--- src/ariane_fpga_pkg.sv ---
// FPGA uncore shared definitions
// bus widths, address map, register offsets and the boot image
// used by the crossbar, the targets and the testbench

package ariane_fpga_pkg;

  typedef logic [63:0] addr_t;
  typedef logic [63:0] data_t;
  typedef logic [7:0]  strb_t;
  typedef logic [7:0]  led_t;
  typedef logic [3:0]  pwm_t;

  // decoded bus target
  typedef enum logic [1:0] {
    REGION_ROM,
    REGION_CLINT,
    REGION_GPIO,
    REGION_NONE
  } region_e;

  // ----------------------------------------------------------
  // memory map
  // ----------------------------------------------------------
  localparam addr_t RomBase     = 64'h0000_0000_0001_0000;
  localparam addr_t RomLength   = 64'h0000_0000_0001_0000;
  localparam addr_t ClintBase   = 64'h0000_0000_0200_0000;
  localparam addr_t ClintLength = 64'h0000_0000_000C_0000;
  localparam addr_t GpioBase    = 64'h0000_0000_4000_0000;
  localparam addr_t GpioLength  = 64'h0000_0000_0000_1000;

  // register offsets inside their region
  localparam addr_t ClintMsipOfs     = 64'h0000;
  localparam addr_t ClintMtimecmpOfs = 64'h4000;
  localparam addr_t ClintMtimeOfs    = 64'hBFF8;
  localparam addr_t GpioLedOfs       = 64'h00;
  localparam addr_t GpioSwOfs        = 64'h08;
  localparam addr_t GpioFanOfs       = 64'h10;

  // ----------------------------------------------------------
  // boot image, two instructions per word, low half first
  // ----------------------------------------------------------
  localparam int unsigned RomWordsDefault = 16;

  localparam data_t BootRomImage [RomWordsDefault] = '{
    64'h0202_8593_0000_0297,
    64'h0010_0413_f140_2573,
    64'h0004_2023_0204_1413,
    64'h0000_8067_3040_0073,
    64'h1050_0073_0080_0313,
    64'h3043_2073_ffdf_f06f,
    64'h0000_0013_0000_0013,
    64'h0000_0013_0000_0013,
    64'h0000_0013_0000_0013,
    64'h0000_0013_0000_0013,
    64'h0000_0013_0000_0013,
    64'h0000_0013_0000_0013,
    64'h0000_0013_0000_0013,
    64'h0000_0013_0000_0013,
    64'h0000_0000_0000_0000,
    64'h8000_0000_0000_0000
  };

endpackage
--- src/ariane_fpga_top.sv ---
// FPGA uncore top level
// external bus master into the crossbar, which serves the boot ROM,
// the CLINT and the board I/O

`timescale 1ns/1ps

module ariane_fpga_top #(
  parameter int unsigned RomWords = ariane_fpga_pkg::RomWordsDefault
) (
  input  logic                   clk,
  input  logic                   ndmreset_n,
  input  logic                   req_i,
  input  logic                   we_i,
  input  ariane_fpga_pkg::addr_t addr_i,
  input  ariane_fpga_pkg::strb_t be_i,
  input  ariane_fpga_pkg::data_t wdata_i,
  output ariane_fpga_pkg::data_t rdata_o,
  output logic                   rvalid_o,
  output logic                   err_o,
  output logic                   timer_irq_o,
  output logic                   ipi_o,
  output ariane_fpga_pkg::led_t  led_o,
  input  ariane_fpga_pkg::led_t  sw_i,
  output logic                   fan_pwm_o
);
  import ariane_fpga_pkg::*;

  logic  rom_req;
  logic  clint_req;
  logic  gpio_req;
  data_t rom_rdata;
  data_t clint_rdata;
  data_t gpio_rdata;

  // ----------------------------------------------------------
  // crossbar
  // ----------------------------------------------------------
  ariane_fpga_xbar i_xbar (
    .clk           ( clk         ),
    .ndmreset_n    ( ndmreset_n  ),
    .req_i         ( req_i       ),
    .we_i          ( we_i        ),
    .addr_i        ( addr_i      ),
    .rom_req_o     ( rom_req     ),
    .clint_req_o   ( clint_req   ),
    .gpio_req_o    ( gpio_req    ),
    .rom_rdata_i   ( rom_rdata   ),
    .clint_rdata_i ( clint_rdata ),
    .gpio_rdata_i  ( gpio_rdata  ),
    .rdata_o       ( rdata_o     ),
    .rvalid_o      ( rvalid_o    ),
    .err_o         ( err_o       )
  );

  // ----------------------------------------------------------
  // targets, sharing address, strobe and write data
  // ----------------------------------------------------------
  ariane_fpga_bootrom #(
    .RomWords ( RomWords )
  ) i_bootrom (
    .clk     ( clk       ),
    .req_i   ( rom_req   ),
    .addr_i  ( addr_i    ),
    .rdata_o ( rom_rdata )
  );

  ariane_fpga_clint i_clint (
    .clk         ( clk         ),
    .ndmreset_n  ( ndmreset_n  ),
    .req_i       ( clint_req   ),
    .we_i        ( we_i        ),
    .addr_i      ( addr_i      ),
    .be_i        ( be_i        ),
    .wdata_i     ( wdata_i     ),
    .rdata_o     ( clint_rdata ),
    .timer_irq_o ( timer_irq_o ),
    .ipi_o       ( ipi_o       )
  );

  ariane_fpga_board_io i_board_io (
    .clk        ( clk        ),
    .ndmreset_n ( ndmreset_n ),
    .req_i      ( gpio_req   ),
    .we_i       ( we_i       ),
    .addr_i     ( addr_i     ),
    .be_i       ( be_i       ),
    .wdata_i    ( wdata_i    ),
    .rdata_o    ( gpio_rdata ),
    .led_o      ( led_o      ),
    .sw_i       ( sw_i       ),
    .fan_pwm_o  ( fan_pwm_o  )
  );

endmodule

--- src/ariane_fpga_board_io.sv ---
// board I/O block
// LED register, DIP switch readback and the fan PWM setting with its
// 16-step PWM generator

`timescale 1ns/1ps

module ariane_fpga_board_io (
  input  logic                   clk,
  input  logic                   ndmreset_n,
  input  logic                   req_i,
  input  logic                   we_i,
  input  ariane_fpga_pkg::addr_t addr_i,
  input  ariane_fpga_pkg::strb_t be_i,
  input  ariane_fpga_pkg::data_t wdata_i,
  output ariane_fpga_pkg::data_t rdata_o,
  output ariane_fpga_pkg::led_t  led_o,
  input  ariane_fpga_pkg::led_t  sw_i,
  output logic                   fan_pwm_o
);
  import ariane_fpga_pkg::*;

  localparam int unsigned OfsBits = $clog2(GpioLength);

  logic [OfsBits-4:0] word_ofs;
  logic               sel_led;
  logic               sel_sw;
  logic               sel_fan;
  logic               wr_byte0;

  led_t  led_q;
  pwm_t  fan_q;
  pwm_t  pwm_cnt_q;
  data_t rdata_d;

  assign word_ofs = addr_i[OfsBits-1:3];
  assign sel_led  = word_ofs == GpioLedOfs[OfsBits-1:3];
  assign sel_sw   = word_ofs == GpioSwOfs[OfsBits-1:3];
  assign sel_fan  = word_ofs == GpioFanOfs[OfsBits-1:3];
  // both writable registers live in byte 0
  assign wr_byte0 = req_i && we_i && be_i[0];

  always_ff @(posedge clk or negedge ndmreset_n) begin
    if (!ndmreset_n) begin
      led_q <= '0;
      fan_q <= '1;
    end else begin
      if (wr_byte0 && sel_led) begin
        led_q <= wdata_i[7:0];
      end
      if (wr_byte0 && sel_fan) begin
        fan_q <= wdata_i[3:0];
      end
    end
  end

  // ----------------------------------------------------------
  // fan PWM, high for fan_q cycles out of every 16
  // ----------------------------------------------------------
  always_ff @(posedge clk or negedge ndmreset_n) begin
    if (!ndmreset_n) begin
      pwm_cnt_q <= '0;
    end else begin
      pwm_cnt_q <= pwm_cnt_q + 4'd1;
    end
  end

  assign fan_pwm_o = pwm_cnt_q < fan_q;

  // switches are read only
  always_comb begin
    rdata_d = '0;
    if (sel_led) begin
      rdata_d = {56'd0, led_q};
    end else if (sel_sw) begin
      rdata_d = {56'd0, sw_i};
    end else if (sel_fan) begin
      rdata_d = {60'd0, fan_q};
    end
  end

  always_ff @(posedge clk) begin
    if (req_i) begin
      rdata_o <= rdata_d;
    end
  end

  assign led_o = led_q;

endmodule

--- src/ariane_fpga_clint.sv ---
// core-local interruptor
// real-time tick at half the clock rate drives mtime, compared against
// mtimecmp for the timer interrupt; msip bit 0 is the software interrupt

`timescale 1ns/1ps

module ariane_fpga_clint (
  input  logic                   clk,
  input  logic                   ndmreset_n,
  input  logic                   req_i,
  input  logic                   we_i,
  input  ariane_fpga_pkg::addr_t addr_i,
  input  ariane_fpga_pkg::strb_t be_i,
  input  ariane_fpga_pkg::data_t wdata_i,
  output ariane_fpga_pkg::data_t rdata_o,
  output logic                   timer_irq_o,
  output logic                   ipi_o
);
  import ariane_fpga_pkg::*;

  // region base is aligned to the region size rounded up
  localparam int unsigned OfsBits = $clog2(ClintLength);

  logic [OfsBits-4:0] word_ofs;
  logic               sel_msip;
  logic               sel_mtimecmp;
  logic               sel_mtime;
  logic               wr;

  logic  tick_q;
  logic  msip_q;
  data_t mtime_q;
  data_t mtimecmp_q;
  data_t rdata_d;

  function automatic data_t merge_bytes(data_t old, data_t wdata, strb_t be);
    data_t res;
    res = old;
    for (int i = 0; i < 8; i++) begin
      if (be[i]) begin
        res[8*i +: 8] = wdata[8*i +: 8];
      end
    end
    return res;
  endfunction

  // ----------------------------------------------------------
  // register select
  // ----------------------------------------------------------
  assign word_ofs     = addr_i[OfsBits-1:3];
  assign sel_msip     = word_ofs == ClintMsipOfs[OfsBits-1:3];
  assign sel_mtimecmp = word_ofs == ClintMtimecmpOfs[OfsBits-1:3];
  assign sel_mtime    = word_ofs == ClintMtimeOfs[OfsBits-1:3];
  assign wr           = req_i && we_i;

  // divide clk by two for the real-time tick
  always_ff @(posedge clk or negedge ndmreset_n) begin
    if (!ndmreset_n) begin
      tick_q <= 1'b0;
    end else begin
      tick_q <= ~tick_q;
    end
  end

  always_ff @(posedge clk or negedge ndmreset_n) begin
    if (!ndmreset_n) begin
      msip_q     <= 1'b0;
      mtime_q    <= '0;
      mtimecmp_q <= '1;
    end else begin
      if (wr && sel_msip && be_i[0]) begin
        msip_q <= wdata_i[0];
      end
      if (wr && sel_mtimecmp) begin
        mtimecmp_q <= merge_bytes(mtimecmp_q, wdata_i, be_i);
      end
      // a software write wins over the tick
      if (wr && sel_mtime) begin
        mtime_q <= merge_bytes(mtime_q, wdata_i, be_i);
      end else if (tick_q) begin
        mtime_q <= mtime_q + 64'd1;
      end
    end
  end

  // ----------------------------------------------------------
  // read port
  // ----------------------------------------------------------
  always_comb begin
    rdata_d = '0;
    if (sel_msip) begin
      rdata_d = {63'd0, msip_q};
    end else if (sel_mtimecmp) begin
      rdata_d = mtimecmp_q;
    end else if (sel_mtime) begin
      rdata_d = mtime_q;
    end
  end

  always_ff @(posedge clk) begin
    if (req_i) begin
      rdata_o <= rdata_d;
    end
  end

  assign timer_irq_o = mtime_q >= mtimecmp_q;
  assign ipi_o       = msip_q;

endmodule

--- src/ariane_fpga_bootrom.sv ---
// boot ROM
// serves the boot image word by word, one cycle after the request

`timescale 1ns/1ps

module ariane_fpga_bootrom #(
  parameter int unsigned RomWords = ariane_fpga_pkg::RomWordsDefault
) (
  input  logic                   clk,
  input  logic                   req_i,
  input  ariane_fpga_pkg::addr_t addr_i,
  output ariane_fpga_pkg::data_t rdata_o
);
  import ariane_fpga_pkg::*;

  // word index over the whole region
  localparam int unsigned IdxBits = $clog2(RomLength / 8);
  // bits that select a word of the stored image
  localparam int unsigned ImgBits = $clog2(RomWordsDefault);

  logic [IdxBits-1:0] word_idx;
  data_t              rdata_d;

  assign word_idx = addr_i[3 +: IdxBits];

  // zero beyond the configured size and beyond the stored image
  always_comb begin
    rdata_d = '0;
    if ((word_idx < RomWords) && (word_idx < RomWordsDefault)) begin
      rdata_d = BootRomImage[word_idx[ImgBits-1:0]];
    end
  end

  always_ff @(posedge clk) begin
    if (req_i) begin
      rdata_o <= rdata_d;
    end
  end

endmodule

--- src/ariane_fpga_xbar.sv ---
// uncore crossbar
// decodes every request against the fixed region table, raises one
// target strobe and returns that target's data one cycle later

`timescale 1ns/1ps

module ariane_fpga_xbar (
  input  logic                   clk,
  input  logic                   ndmreset_n,
  input  logic                   req_i,
  input  logic                   we_i,
  input  ariane_fpga_pkg::addr_t addr_i,
  output logic                   rom_req_o,
  output logic                   clint_req_o,
  output logic                   gpio_req_o,
  input  ariane_fpga_pkg::data_t rom_rdata_i,
  input  ariane_fpga_pkg::data_t clint_rdata_i,
  input  ariane_fpga_pkg::data_t gpio_rdata_i,
  output ariane_fpga_pkg::data_t rdata_o,
  output logic                   rvalid_o,
  output logic                   err_o
);
  import ariane_fpga_pkg::*;

  region_e region_d;
  region_e region_q;
  logic    rvalid_q;
  logic    we_q;

  // base compare first so the subtraction cannot wrap
  function automatic logic hit(addr_t addr, addr_t base, addr_t length);
    return (addr >= base) && ((addr - base) < length);
  endfunction

  // ----------------------------------------------------------
  // request side
  // ----------------------------------------------------------
  always_comb begin
    region_d = REGION_NONE;
    if (hit(addr_i, RomBase, RomLength)) begin
      region_d = REGION_ROM;
    end else if (hit(addr_i, ClintBase, ClintLength)) begin
      region_d = REGION_CLINT;
    end else if (hit(addr_i, GpioBase, GpioLength)) begin
      region_d = REGION_GPIO;
    end
  end

  assign rom_req_o   = req_i && (region_d == REGION_ROM);
  assign clint_req_o = req_i && (region_d == REGION_CLINT);
  assign gpio_req_o  = req_i && (region_d == REGION_GPIO);

  // ----------------------------------------------------------
  // response side
  // ----------------------------------------------------------
  always_ff @(posedge clk or negedge ndmreset_n) begin
    if (!ndmreset_n) begin
      rvalid_q <= 1'b0;
      we_q     <= 1'b0;
      region_q <= REGION_NONE;
    end else begin
      rvalid_q <= req_i;
      if (req_i) begin
        we_q     <= we_i;
        region_q <= region_d;
      end
    end
  end

  // writes and misses return zero
  always_comb begin
    rdata_o = '0;
    if (rvalid_q && !we_q) begin
      case (region_q)
        REGION_ROM:   rdata_o = rom_rdata_i;
        REGION_CLINT: rdata_o = clint_rdata_i;
        REGION_GPIO:  rdata_o = gpio_rdata_i;
        default:      rdata_o = '0;
      endcase
    end
  end

  assign rvalid_o = rvalid_q;
  assign err_o    = rvalid_q && (region_q == REGION_NONE);

endmodule

--- config.mk ---
export PLATFORM = sky130hd
export DESIGN_NAME = ariane_fpga_top
export DESIGN_NICKNAME = d
export VERILOG_FILES = /design/src/ariane_fpga_pkg.sv /design/src/ariane_fpga_top.sv /design/src/ariane_fpga_board_io.sv /design/src/ariane_fpga_clint.sv /design/src/ariane_fpga_bootrom.sv /design/src/ariane_fpga_xbar.sv
export SDC_FILE = /design/constraint.sdc
export NUM_CORES = 1
export LEC_CHECK = 0
export ABC_CLOCK_PERIOD_IN_PS = 5940
export BUFFER_PORTS_ARGS = -buffer_cell sky130_fd_sc_hd__buf_2
export CORE_MARGIN = 1.5
export CORE_UTILIZATION = 30
export DETAILED_ROUTE_END_ITERATION = 7
export PLACE_DENSITY = 0.51
export SETUP_SLACK_MARGIN = 0.02
export SYNTH_ARGS = -nofsm -noshare
export SYNTH_HDL_FRONTEND = slang
export SYNTH_SLANG_ARGS = --single-unit
--- constraint.sdc ---
create_clock -name clk -period 5.94 [get_ports clk]
set_clock_uncertainty 0.15 [all_clocks]
set_input_delay 0.297 -clock clk [delete_from_list [all_inputs] [get_ports clk]]
set_output_delay 0.297 -clock clk [all_outputs]
set_load 0.02 [all_outputs]
# Word level (Yosys, flattened, before mapping)
# Memory sizes are Yosys's and may differ from the RTL's. A register that Yosys moved wholly into a read port is not among the register bits.
# Index checks and enable logic that the tools add are counted.
dict set report word_totals {
  wordCells 124
  n_memories 1
  mem_bits_ro 1024
  ff_bits 278
  output_inout_bits 77
}
# name words width read_ports rd_ports_with_merged_regs wr line
set mem_list {}
lappend mem_list {{(no name shown)} 16 64 1 1 0 ariane_fpga_bootrom.sv:30} ;# rdata_d = BootRomImage[word_idx[ImgBits-1:0]];
dict set report classes {
  muxes 21
  n_addsub 5
  order_cmp 9
  eq_ne 17
  n_bitwise 2
  n_reduce_logical 41
}
# cell n
set ops {}
lappend ops {{two-way mux 64 bit} 5}
lappend ops {{case mux 64 bit (3 select lines)} 1}
lappend ops {{two-way mux 8 bit} 10}
lappend ops {{adder 64 x 1 -> 64 bit (second input constant)} 1}
lappend ops {{>= comparator 64 x 17 -> 1 bit (second input constant)} 1}
lappend ops {{>= comparator 64 x 26 -> 1 bit (second input constant)} 1}
lappend ops {{>= comparator 64 x 31 -> 1 bit (second input constant)} 1}
lappend ops {{>= comparator 64 bit} 1}
lappend ops {{less-than comparator 64 x 13 -> 1 bit (second input constant)} 1}
lappend ops {{less-than comparator 64 x 17 -> 1 bit (second input constant)} 1}
lappend ops {{less-than comparator 64 x 20 -> 1 bit (second input constant)} 1}
lappend ops {{subtractor 64 x 17 -> 64 bit (second input constant)} 1}
lappend ops {{subtractor 64 x 26 -> 64 bit (second input constant)} 1}
lappend ops {{subtractor 64 x 31 -> 64 bit (second input constant)} 1}
lappend ops {{AND reduction 2 bit} 16}
lappend ops {{== test 17 x 12 -> 1 bit (second input constant)} 1}
lappend ops {{== test 17 x 13 -> 1 bit (second input constant)} 1}
lappend ops {{logical AND 1 bit} 17}
lappend ops {{zero test 17 bit} 1}
lappend ops {{!= test 2 bit (second input constant)} 8}
lappend ops {{less-than comparator 13 x 5 -> 1 bit (second input constant)} 1}
lappend ops {{== test 9 x 1 -> 1 bit (second input constant)} 1}
lappend ops {{== test 9 x 2 -> 1 bit (second input constant)} 1}
lappend ops {{zero test 9 bit} 1}
lappend ops {{13 further kinds} 20}

# Logic depth before layout (Yosys ltp)
# Gate-level depths: netlist of the first run.
dict set report logic_depth {
  word_depth 12
  mapped_depth 13
  mapped_depth_nobuf 11
}

# Hierarchy
# A second synthesis of the first run with hierarchy kept.
dict set report unflattened {
  hier_cells 1846
  hier_area_um2 17210.3
}
# mod area_per_inst_um2 cells_each seq_area_each_um2 instances
set modules_own_cells {}
lappend modules_own_cells {ariane_fpga_clint 10886.7 1018 5255.0 1}
lappend modules_own_cells {ariane_fpga_xbar 3455.8 564 102.6 1}
lappend modules_own_cells {ariane_fpga_board_io 1572.8 142 645.6 1}
lappend modules_own_cells {ariane_fpga_bootrom 1295.0 122 600.6 1}

# Least setup slack after synthesis of the first run
# OpenSTA, ideal clock, no wires.
dict set report synth_path {
  path_type {input to register}
  from {input port addr_i[36]}
  to {register i_clint.rdata_o[0] (enable)}
  stages 9
  setup_time_ns 0.429
  required_ns 5.361
  slack_ns 1.509
  arrival_ns 3.851
  path_cell_list {buf_2 > nor4_1 > nand4_1 > or4_1 > or4_1 > nand4_1 > nor3_1 > nand4_1 > and3_1}
}
dict set report synth_via {
  elab_chain_cells 8
  word_cells_on_any_way 17
  classes_between {3 x add/sub; 6 x order compare; 1 x eq/ne; 3 x mux; 4 x reduce/logical}
}
# element line
set synth_lines {}
lappend synth_lines {{start: declaration} ariane_fpga_top.sv:14} ;# input ariane_fpga_pkg::addr_t addr_i,
lappend synth_lines {{subtractor 64 x 31 -> 64 bit} ariane_fpga_xbar.sv:32} ;# return (addr >= base) && ((addr - base) < length);
lappend synth_lines {{less-than comparator 64 x 13 -> 1 bit} ariane_fpga_xbar.sv:32}
lappend synth_lines {{logical AND 1 bit} ariane_fpga_xbar.sv:32}
lappend synth_lines {{two-way mux 1 bit} ariane_fpga_xbar.sv:44} ;# end else if (hit(addr_i, GpioBase, GpioLength)) begin
lappend synth_lines {{two-way mux 2 bit} ariane_fpga_xbar.sv:42} ;# end else if (hit(addr_i, ClintBase, ClintLength)) begin
lappend synth_lines {{two-way mux 2 bit (*)} ariane_fpga_xbar.sv:40} ;# if (hit(addr_i, RomBase, RomLength)) begin
lappend synth_lines {{== test 2 x 1 -> 1 bit (*)} ariane_fpga_xbar.sv:50} ;# assign clint_req_o = req_i && (region_d == REGION_CLINT);
lappend synth_lines {{logical AND 1 bit (*)} ariane_fpga_xbar.sv:50}
lappend synth_lines {{via clint_req} ariane_fpga_top.sv:29} ;# logic clint_req;
lappend synth_lines {{end signal: assignment} ariane_fpga_clint.sv:102} ;# rdata_o <= rdata_d;
lappend synth_lines {{end: declaration} ariane_fpga_clint.sv:15} ;# output ariane_fpga_pkg::data_t rdata_o,
# Mark *: on every way through the listed nets, which the timed path passes. The rest lies on a longest branch.
# A chain may end at the register's enable or synchronous reset.

# Worst setup path in the final report of the first run
dict set report layout_path {
  from {input port addr_i[28]}
  to {register i_clint.mtime_q[15]}
}
dict set report layout_via {
  elab_chain_cells 12
  word_cells_on_any_way 23
  classes_between {3 x add/sub; 6 x order compare; 2 x eq/ne; 4 x mux; 8 x reduce/logical}
}
# element line
set layout_lines {}
lappend layout_lines {{subtractor 64 x 31 -> 64 bit} ariane_fpga_xbar.sv:32}
lappend layout_lines {{less-than comparator 64 x 13 -> 1 bit} ariane_fpga_xbar.sv:32}
lappend layout_lines {{logical AND 1 bit} ariane_fpga_xbar.sv:32}
lappend layout_lines {{two-way mux 1 bit} ariane_fpga_xbar.sv:44}
lappend layout_lines {{two-way mux 2 bit} ariane_fpga_xbar.sv:42}
lappend layout_lines {{two-way mux 2 bit (*)} ariane_fpga_xbar.sv:40}
lappend layout_lines {{== test 2 x 1 -> 1 bit (*)} ariane_fpga_xbar.sv:50}
lappend layout_lines {{logical AND 1 bit (*)} ariane_fpga_xbar.sv:50}
lappend layout_lines {{logical AND 1 bit (*)} ariane_fpga_clint.sv:54} ;# assign wr = req_i && we_i;
lappend layout_lines {{logical AND 1 bit (*)} ariane_fpga_clint.sv:78} ;# if (wr && sel_mtime) begin
lappend layout_lines {{!= test 2 bit (no line) or nonzero test 2 bit (tied branches)} -}
lappend layout_lines {{AND reduction 2 bit (no line)} -}
lappend layout_lines {{end signal: assignment} ariane_fpga_clint.sv:79} ;# mtime_q <= merge_bytes(mtime_q, wdata_i, be_i);
lappend layout_lines {{end signal: assignment} ariane_fpga_clint.sv:81} ;# mtime_q <= mtime_q + 64'd1;
lappend layout_lines {{end: declaration} ariane_fpga_clint.sv:32} ;# data_t mtime_q;
# Every way passes the cells marked *; elsewhere a longest branch is shown, timed or not.

==> results of run 1 <==
[worst min-delay path, cell delays in order]
cell,delay (ns)
buf_2,0.10
a22oi_1,0.06
o21ai_0,0.15
[cell usage after synthesis (5+ instances only)]
cell type	instances	area [um2]
nand2_1	162	608.1
nor2_1	105	394.1
inv_1	102	382.9
edfxtp_1	92	2763
a21oi_1	89	445.4
dfrtp_1	80	2002
ha_1	78	975.9
mux2_2	76	855.8
dfstp_2	70	1839
o21ai_0	61	305.3
nand3_1	60	300.3
a22o_1	53	464.2
nor3_1	51	255.2
clkbuf_1	49	183.9
nand4_1	45	281.5
and3_1	31	193.9
nor4_1	29	181.4
and2_1	24	150.1
nand2b_1	21	131.4
a21o_1	19	142.6
mux2i_1	19	190.2
and4_1	16	140.1
buf_2	15	75.07
o22ai_1	13	81.33
or3_1	13	81.33
xnor2_1	13	113.9
a211oi_1	11	82.58
a31oi_1	10	62.56
or4_1	10	75.07
a32oi_1	9	78.83
nor2b_1	9	56.30
o211ai_1	9	67.56
a22oi_1	8	60.06
xor2_1	8	70.07
or2_2	7	43.79
nor3_2	6	60.06
nor3b_1	6	45.04
a211oi_2	5	62.56
a221oi_1	5	43.79
a41oi_1	5	43.79
nor4_4	5	106.4
nor4b_1	5	43.79
o31ai_1	5	37.54
[metrics by stage]
step	total power [W]	instance area, um2	hold slack (ns)	cells	util [%]
3_5_place_dp	0.002073	17230	0.3142	2439	34.14
6_report	0.003839	19000	0.01396	2576	37.64
3_3_place_gp	0.002074	17230	0.3019	2439	34.14
5_1_grt	0.003975	19000	0.01973	2575	37.64
4_1_cts	0.003880	19000	0.001740	2575	37.64
2_1_floorplan	0.001888	15450	-0.1486	1602	-
[cells in the final DEF, fill, tap and decap left out, types with 16 or more instances in the layout]
master / Yosys / final
nand2b_1: 21 / 21
ha_1: 78 / 78
mux2i_1: 19 / 19
dfstp_2: 70 / 70
buf_4: 4 / 21
nor3_1: 51 / 50
a22o_1: 53 / 53
nand3_1: 60 / 60
and3_1: 31 / 29
a21oi_1: 89 / 89
o21ai_0: 61 / 61
nand2_1: 162 / 162
mux2_2: 76 / 76
and2_1: 24 / 24
inv_1: 102 / 102
nor2_1: 105 / 102
dlygate4sd3_1: 0 / 83
and4_1: 16 / 16
nor4_1: 29 / 29
nand4_1: 45 / 45
a21o_1: 19 / 19
edfxtp_1: 92 / 92
clkbuf_16: 0 / 30
dfrtp_1: 80 / 80
buf_2: 15 / 220
[registers in the layout, indices dropped and copies added, names as in the netlist]
| signal | count |
|---|---|
| i_board_io.fan_q | 4 |
| i_board_io.led_o | 8 |
| i_board_io.pwm_cnt_q | 4 |
| i_board_io.rdata_o | 8 |
| i_bootrom.rdata_o | 20 |
| i_clint.ipi_o | 1 |
| i_clint.mtime_q | 64 |
| i_clint.mtimecmp_q | 64 |
| i_clint.rdata_o | 64 |
| i_clint.tick_q | 1 |
| i_xbar.region_q | 2 |
| i_xbar.rvalid_o | 1 |
| i_xbar.we_q | 1 |
[power groups by stage]
stage | sequential [W] | clock [W] | combinational, W
after floorplan | 0.00176 | 0 | 0.000126
after global placement | 0.00177 | 0 | 0.000306
after detailed placement | 0.00177 | 0 | 0.000305
after CTS | 0.00174 | 0.00179 | 0.000350
after global routing | 0.00174 | 0.00186 | 0.000374
final | 0.00174 | 0.00175 | 0.000348
[area by class of cell]
type                            count  share of cell area [%]
Multi-Input combinational cell   1179                   42.68
Sequential cell                   242                   34.76
Timing Repair Buffer              326                   11.16
Clock buffer                       42                   4.504
Tap cell                          672                   4.425
Inverter                          103                   2.035
Clock inverter                     11                  0.4214
Antenna cell                        1                 0.01317
[cells by family (layout without fill, tap and decap cells)]
family                     after synthesis  in the layout  share of synthesized area (%)
other                                    0              1                              0
AOI/OAI and AO/OA                      360            360                          16.34
and+or+nand+nor                        625            625                          21.69
DFF                                    242            242                          42.74
adders and majority gates               78             78                          6.316
buffers and inverters                  181            482                          4.956
muxes                                   95             95                          6.770
xor gates and xnor gates                21             21                          1.190
[how the worst max path moves through the flow]
stage	startpoint	to	slack [ns]	depth (start not counted)
floorplan	addr_i[36]	i_clint.rdata_o[0]$_DFFE_PP_	1.51	9
global placement	addr_i[28]	i_clint.rdata_o[10]$_SDFFCE_PN0P_	1.32	10
detailed placement	addr_i[28]	i_clint.rdata_o[2]$_SDFFCE_PN0P_	1.34	10
CTS	i_clint.mtime_q[0]$_DFFE_PN0P_	timer_irq_o	1.70	12
global route	addr_i[28]	i_clint.mtime_q[15]$_DFFE_PN0P_	1.38	11
finish	addr_i[28]	i_clint.mtime_q[15]$_DFFE_PN0P_	1.57	11
[routing by layer]
metal	wire length, um	vias up
met5	7	-
met4	1736	2
met3	2655	80
met2	27220	426
met1	25900	6943
li1	-	6542
[timing repair]
item	in CTS	in global routing
gates resized for setup	0	0
hold buffers	83	0
endpoints found under the setup margin	0	0
endpoints found under the hold margin	202	0
==> qor.csv, run 1 <==
metric,value,unit
vias,13993,
seqCellArea,0.006604,mm2
drc,0,
wl,57520,um
grt_max_degree,103,
hpwl,42650,um
ios,225,
drive_gt1_share,25.75,%
maxCapViolCount,0,
timing.rr.start,i_clint.mtime_q[0]$_DFFE_PN0P_,
fin_setup_tns,0,ns
multi_input_area,0.008110,mm2
fillers,5133,
crit_family,simple AND/OR/NAND/NOR gates,
grtUsageMet2,35.58,%
finalMaxSlewViolations,0,
ctsLongestPathBuffers,3,
ys_seq_area_share,42.74,%
placeableCoreArea,0.05048,mm2
finalWorstSetupSlack,1.568,ns
synthFlopType,edfxtp_1,
clk_latency,0.56,ns
wire_per_inst,22.33,um
power.switching,0.0009490,W
dr.pass1.iters,6,
cts_inserted_buffers,29,
drtIter0Drc,1052,
gr-usage-met3,2.679,%
top_usage_layer,met2,
cts-root-buf,clkbuf_16,
row_count,82,
gp_congestion,0.9431,
synthCells,1602,
vias_per_cell,5.432,
ys_types,87,
synth.net_count,1828,
path_buf_inv,2,
rsz0062_at_grt,no,
die_x,229.9,um
p_comb_share,9.1,%
rrSetupSlack,2.23,ns
cts_tree,done,
postCtsSetupRepairBufs,0,
switching_share,24.72,%
grt_pass1_wl,86740,um
initial_utilization,30.61,%
setup-violations-final,0,
max_clock_freq,228.7,MHz
die_area,0.05287,mm2
hold_end,i_board_io.rdata_o[0]$_DFFE_PP_,
met1_usage,29.03,%
power_density,202.1,mW/mm2
crit_type,primary input to flip-flop,
cp-start-kind,primary input,
async_flop_share,61.98,%
sequentialPowerShare,45.3,%
cts_max_level,1,
cts.sinks,242,
fin_crit_sh,73.61,%
nNetsFinal,2107,
arrival,4.72,ns
max_stage_delay,0.67,ns
grt_pass1_vias,13700,
status,"finished, final reports clean",
ys_ff_latch,242,
hp-start,sw_i[0],
clk_pin_slew,0.06,ns
ant_nets,0,
syn-cell-area,0.01545,mm2
cp.required,6.29,ns
worstMarginPinSlew,1.306,ns
grt_antenna_before_repair,1,
hold-path-cell-count,3,
power_leakage,7.688,nW
min_path_type,primary input to flip-flop,
reg2reg_depth,8,
relSlewSlack,12.10,%
grtUsageTotal,21.36,%
endpoint_kind,flip-flop,
syn_to_final_growth,22.97,%
synth_area_per_cell,9.645,um2
power_frac_clock,45.7,%
period_needed,4.372,ns
dp_slack,1.340,ns
synth-edff-count,92,
final_hold_viol_count,0,
p_int,0.002890,W
crit_slowest_cell,or4_1,
reg2reg_to,i_clint.mtime_q[32]$_DFFE_PN0P_,
crit_chain,buf_2 -> nor3_2 -> nand4_1 -> or4_1 -> mux2i_1 -> nor3_1 -> nand4b_4 -> nor2_1 -> a22oi_1 -> nand2_1 -> dlygate4sd3_1,
cp_max_fo,26,
ir_worst_vdd,0.1802,mV
io_buffers,221,
ys_warn_count,0,
grt.overflow.total,0,
fp.dieH,229.9,um
No activity file was read; power rests on OpenSTA's default activity.
==> run 2: changes to the inputs <==
- ABC_AREA: unset -> 1
- ABC_CLOCK_PERIOD_IN_PS: 5940 -> 4600
- clock period: 5.94 -> 4.6 ns (I/O delays scaled with it)
==> qor.csv, run 2 <==
metric,value,unit
status,"finished, final reports clean",
wire_per_inst,20.67,um
ios,225,
rsz0062_at_grt,no,
grt_antenna_before_repair,2,
grt_max_degree,86,
gp_congestion,1.123,
cts_resized,0,
cts-hold-fix-buffers,136,
fin_crit_sh,81.81,%
finalMaxSlewViolations,0,
ys_types,53,
synthSimpleGateAreaFrac,37.35,%
final_hold_viol_count,0,
dp_cells,3818,
p_comb_share,10.9,%
top_usage_layer,met2,
ir_worst_vdd,0.2554,mV
vias,20768,
cts-root-buf,clkbuf_16,
setup-violations-final,0,
synth_top_cell_by_area,nand2_1,
ys_seq_area_share,33.83,%
relSlewSlack,27.27,%
max_clock_freq,265.7,MHz
instances_no_fill,4010,
placeableCoreArea,0.06435,mm2
die_area,0.06660,mm2
nNetsFinal,3356,
cp.required,4.97,ns
cp_max_fo,16,
synthAdderAreaFrac,5.000,%
cts_inserted_buffers,29,
period_needed,3.763,ns
syn-cell-area,0.01952,mm2
drive_gt1_share,17.09,%
layout_common_cells,"784 x nand2_1, 366 x inv_1, 259 x nor2_1",
cts_tree,done,
crit_type,primary input to flip-flop,
sequentialPowerShare,41.2,%
wl,82870,um
yosysMostFrequentCell,nand2_1,
cp-start-kind,primary input,
power.switching,0.001401,W
hpwl,64640,um
synth-compound-area-share,9.968,%
drtIter0Drc,2168,
vias_per_cell,5.179,
synth_top_area_share,15.10,%
fin_setup_tns,0,ns
grtUsageMet2,38.50,%
maxCapViolCount,0,
synth_mux_area_share,0,%
initial_utilization,30.33,%
ys_ff_latch,242,
io_buffers,221,
die_x,258.1,um
grt_pass1_wl,123900,um
row_count,93,
ant_nets,0,
grt.overflow.total,0,
synthTopCellsByCount,"785 x nand2_1, 367 x inv_1, 262 x nor2_1",
yosys-top-cells-area,"nand2_1 15%, edfxtp_1 14%, dfrtp_1 10%",
reg_top3,"i_clint.mtime_q x64, i_clint.mtimecmp_q x64, i_clint.rdata_o x64",
synth-xor-area-share,4.263,%
switching_share,25.77,%
p_int,0.004037,W
gr-usage-met3,2.886,%
power,0.005439,W
cts.sinks,242,
arrival,4.13,ns
min_path_type,primary input to flip-flop,
cts_max_level,1,
syn_to_final_growth,23.64,%
synth.net_count,3016,
final_common_cell,nand2_1,
fillers,6965,
power_leakage,10.66,nW
power_density,225.4,mW/mm2
synth-edff-count,92,
synthFlopType,edfxtp_1,
synthCells,2790,
fp.dieH,258.1,um
ctsLongestPathBuffers,3,
synth_top_family_by_area,simple AND/OR/NAND/NOR gates,
met1_usage,33.93,%
clk_latency,0.59,ns
async_flop_share,61.98,%
endpoint_kind,flip-flop,
worstMarginPinSlew,1.089,ns
grt_pass1_vias,19792,
power_frac_clock,48.0,%
grtUsageTotal,24.33,%
clk_pin_slew,0.06,ns
drc,0,
synth_area_per_cell,6.996,um2
postCtsSetupRepairBufs,0,
dr.pass1.iters,5,
ys_warn_count,0,
==> run 2: cells by family after synthesis <==
kind of cell	count (synthesis)
XOR/XNOR	95
AO/OA/AOI/OAI	304
adder cells (fa/ha/maj)	78
buffers and inverters	473
flip-flops	242
AND/OR/NAND/NOR	1598
==> run 2: worst paths after layout <==
path | from | end | slack, ns | cells past startpoint
max | addr_i[4] | i_clint.mtimecmp_q[26]$_DFFE_PN1P_ | 0.84 | 13
min | sw_i[7] | i_board_io.rdata_o[7]$_DFFE_PP_ | 0.02 | 3
max reg2reg | i_clint.mtime_q[11]$_DFFE_PN0P_ | i_clint.mtime_q[61]$_DFFE_PN0P_ | 1.02 | 15
min reg2reg | i_clint.tick_q$_DFF_PN0_ | i_clint.tick_q$_DFF_PN0_ | 0.28 | 1
max in group asynchronous | ndmreset_n | i_board_io.fan_q[1]$_DFFE_PN1P_ | 3.25 | 3
min in group asynchronous | ndmreset_n | i_clint.mtime_q[51]$_DFFE_PN0P_ | 0.07 | 2
==> run 2: per-stage QoR <==
| stage | setup slack [ns] | area (um2) | hold WS [ns] | utilization [%] |
|---|---|---|---|---|
| 6_report | 0.8368 | 24130 | 0.01844 | 37.50 |
| 3_5_place_dp | 0.5482 | 21700 | 0.1397 | 33.73 |
| 2_1_floorplan | 0.3835 | 19520 | -0.2156 | - |
| 4_1_cts | 0.8762 | 24130 | 0.004230 | 37.50 |
| 5_1_grt | 0.6739 | 24130 | 0.03043 | 37.50 |
| 3_3_place_gp | 0.5124 | 21700 | 0.1407 | 33.73 |
==> run 2: worst max-delay path, stage by stage <==
cell and delay, ns:
dlygate4sd3_1 0.59, buf_2 0.19, inv_1 0.15, ha_1 0.17, inv_1 0.07, nor2_1 0.35
nand2_1 0.20, nor4_4 0.81, buf_4 0.33, nand3_4 0.24, nand2_1 0.16, o21ai_2 0.06
dlygate4sd3_1 0.56
==> run 2: cell type report <==
cell class / instances / area [um2] / share of cell area, %
repair buffers: 402 / 2887 / 11.96
flip-flops and latches: 242 / 6604 / 27.36
multi-input cells: 2075 / 11080 / 45.91
clock inverters: 17 / 296.5 / 1.229
well taps: 855 / 1070 / 4.433
diodes: 2 / 5.005 / 0.02074
inverters: 380 / 1426 / 5.910
clock buffers: 37 / 765.7 / 3.173
==> run 2: power groups by stage <==
stage	clock, W	sequential (W)	combinational (W)
2_1_floorplan	0	0.00228	0.000253
3_3_place_gp	0	0.00228	0.000532
3_5_place_dp	0	0.00228	0.000527
4_1_cts	0.00265	0.00224	0.000582
5_1_grt	0.00273	0.00224	0.000633
6_report	0.00261	0.00224	0.000591
==> run 2: per-layer routing <==
layer | vias to the layer above | part of all wire (%)
met5 | - | 0
met4 | 0 | 4.0
met3 | 180 | 7.4
met2 | 911 | 44
met1 | 9734 | 44
li1 | 9943 | -
==> run 3: changes to the inputs <==
- ABC_CLOCK_PERIOD_IN_PS: 4600 -> 3700
- clock period: 4.6 -> 3.7 ns (I/O delays scaled with it)
==> qor.csv, run 3 (synthesized netlist as in run 2, its figures left out) <==
metric,value,unit
grt_max_degree,65,
timing.rr.start,i_clint.mtime_q[14]$_DFFE_PN0P_,
placed_area,0.02237,mm2
maxCapViolCount,0,
hold_ws,-0.003713,ns
max_clock_freq,286.3,MHz
nNetsFinal,3455,
syn_to_final_growth,27.42,%
final_area,0.02487,mm2
cts_max_level,1,
cp.required,3.37,ns
clk_latency,0.60,ns
grt_antenna_before_repair,3,
cp-start-kind,flip-flop,
grtUsageTotal,25.66,%
ctsLongestPathBuffers,3,
ios,225,
grt.overflow.total,0,
row_count,93,
drive_gt1_share,19.37,%
fin_setup_tns,0,ns
hpwl,68790,um
setup-violations-final,0,
finalWorstSetupSlack,0.2075,ns
endpoint_kind,output pin,
min_path_type,primary input to flip-flop,
max_stage_delay,0.53,ns
dr.pass1.iters,6,
power_density,263.3,mW/mm2
grt_pass1_wl,129700,um
cp_common_cell,inv_1,
crit_slowest_cell,dfstp_2,
die_area,0.06660,mm2
ant_nets,0,
die_x,258.1,um
cts_tree,done,
wire_per_inst,21.16,um
worstMarginPinSlew,0.9368,ns
grt_pass1_vias,20453,
dp_slack,0.04413,ns
final_hold_viol_count,1,
layout_common_cells,"784 x nand2_1, 366 x inv_1, 259 x nor2_1",
drc,0,
arrival,3.16,ns
clk_pin_slew,0.06,ns
crit_chain,inv_1 -> ha_1 -> nand2_1 -> inv_1 -> nand3_1 -> nor3_2 -> inv_1 -> nor4_1 -> buf_4 -> and3_1 -> nand4_1 -> nand3_1 -> buf_2,
initial_utilization,30.33,%
rsz0062_at_grt,no,
wl,86890,um
startpoint,i_clint.mtimecmp_q[63]$_DFFE_PN1P_,
final_common_cell,nand2_1,
hp-start,we_i,
vias_per_cell,5.095,
cts.sinks,242,
fin_crit_sh,94.39,%
crit_type,flip-flop to output pin,
violations,negative hold slack,
finalMaxSlewViolations,0,
gp_congestion,1.036,
drtIter0Drc,1771,
status,finished with violations,
relSlewSlack,37.55,%
placeableCoreArea,0.06435,mm2
fillers,7032,
fp.dieH,258.1,um
ir_worst_vdd,0.2715,mV
reg_top3,"i_clint.mtime_q x64, i_clint.mtimecmp_q x64, i_clint.rdata_o x64",
vias,20927,
antenna_cells,0,
cp_max_fo,2,
io_buffers,221,
cts-root-buf,clkbuf_16,
period_needed,3.492,ns
power_leakage,11.12,nW
cts_inserted_buffers,29,
==> run 3: cell types whose count changed in the layout (fill, tap and decap cells not counted), moves of 2 or more <==
cell           previous run  this run
diode_2                   2         0
dlygate4sd3_1           136       145
buf_12                    6        10
clkbuf_8                  1         5
clkbuf_1                  7        10
bufinv_16                 8         3
buf_4                    39       124
clkinv_2                  5         2
==> run 3: final timing paths <==
kind | endpoint | slack [ns] | cells past startpoint
max | timer_irq_o | 0.21 | 13
min | i_xbar.we_q$_DFFE_PN0P_ | -0.004 | 3
max reg2reg | i_clint.mtime_q[61]$_DFFE_PN0P_ | 0.54 | 15
min reg2reg | i_clint.tick_q$_DFF_PN0_ | 0.30 | 1
max in group asynchronous | i_board_io.fan_q[2]$_DFFE_PN1P_ | 2.52 | 3
min in group asynchronous | i_clint.mtime_q[54]$_DFFE_PN0P_ | 0.02 | 2
==> run 3: metrics by stage <==
stage,power [W],utilization (%),std cells
after floorplan,0.003144,-,2790
after global placement,0.003537,34.77,3902
after detailed placement,0.003528,34.77,3902
after CTS,0.006594,38.54,4101
after global routing,0.006749,38.65,4107
final,0.006548,38.65,4107
==> run 3: layout make-up <==
cell class	count	area (um2)	area share, %
inverter	380	1426	5.735
clock buffer	44	832.0	3.345
tap	855	1070	4.301
sequential	242	6604	26.55
timing repair buffer	500	3695	14.86
multi-input combinational	2076	11100	44.63
clock inverter	10	143.9	0.5785
==> run 3: critical path: cells and delay by family, from the launching register on <==
family,cells,cell delay (ns)
adder cells (fa/ha/maj),1,0.30
AND/OR/NAND/NOR,7,1.15
flip-flops,1,0.53
buffers and inverters,5,0.61
==> run 3: layer usage <==
metal / vias to the layer above / GRT usage [%] / wire length, um
met5: - / 0 / 0
met4: 0 / 8.999 / 3079
met3: 141 / 1.953 / 4439
met2: 732 / 41.54 / 39810
met1: 9903 / 35.89 / 39560
li1: 10151 / - / -
==> run 3: repair_timing <==
| action | CTS | global route |
|---|---|---|
| buffers inserted | 0 | 5 |
| hold endpoints to repair | 229 | 0 |
| hold buffers | 145 | 0 |
| endpoints found under the setup margin | 0 | 46 |
| gates resized for setup | 0 | 3 |
==> run 3: power breakdown <==
group	internal (W)	leakage, nW	switching (W)
registers	0.00278	2.75	0.00000574
logic	0.000248	7.90	0.000529
clock network	0.00176	0.473	0.00123
total	0.00479	11.1	0.00176
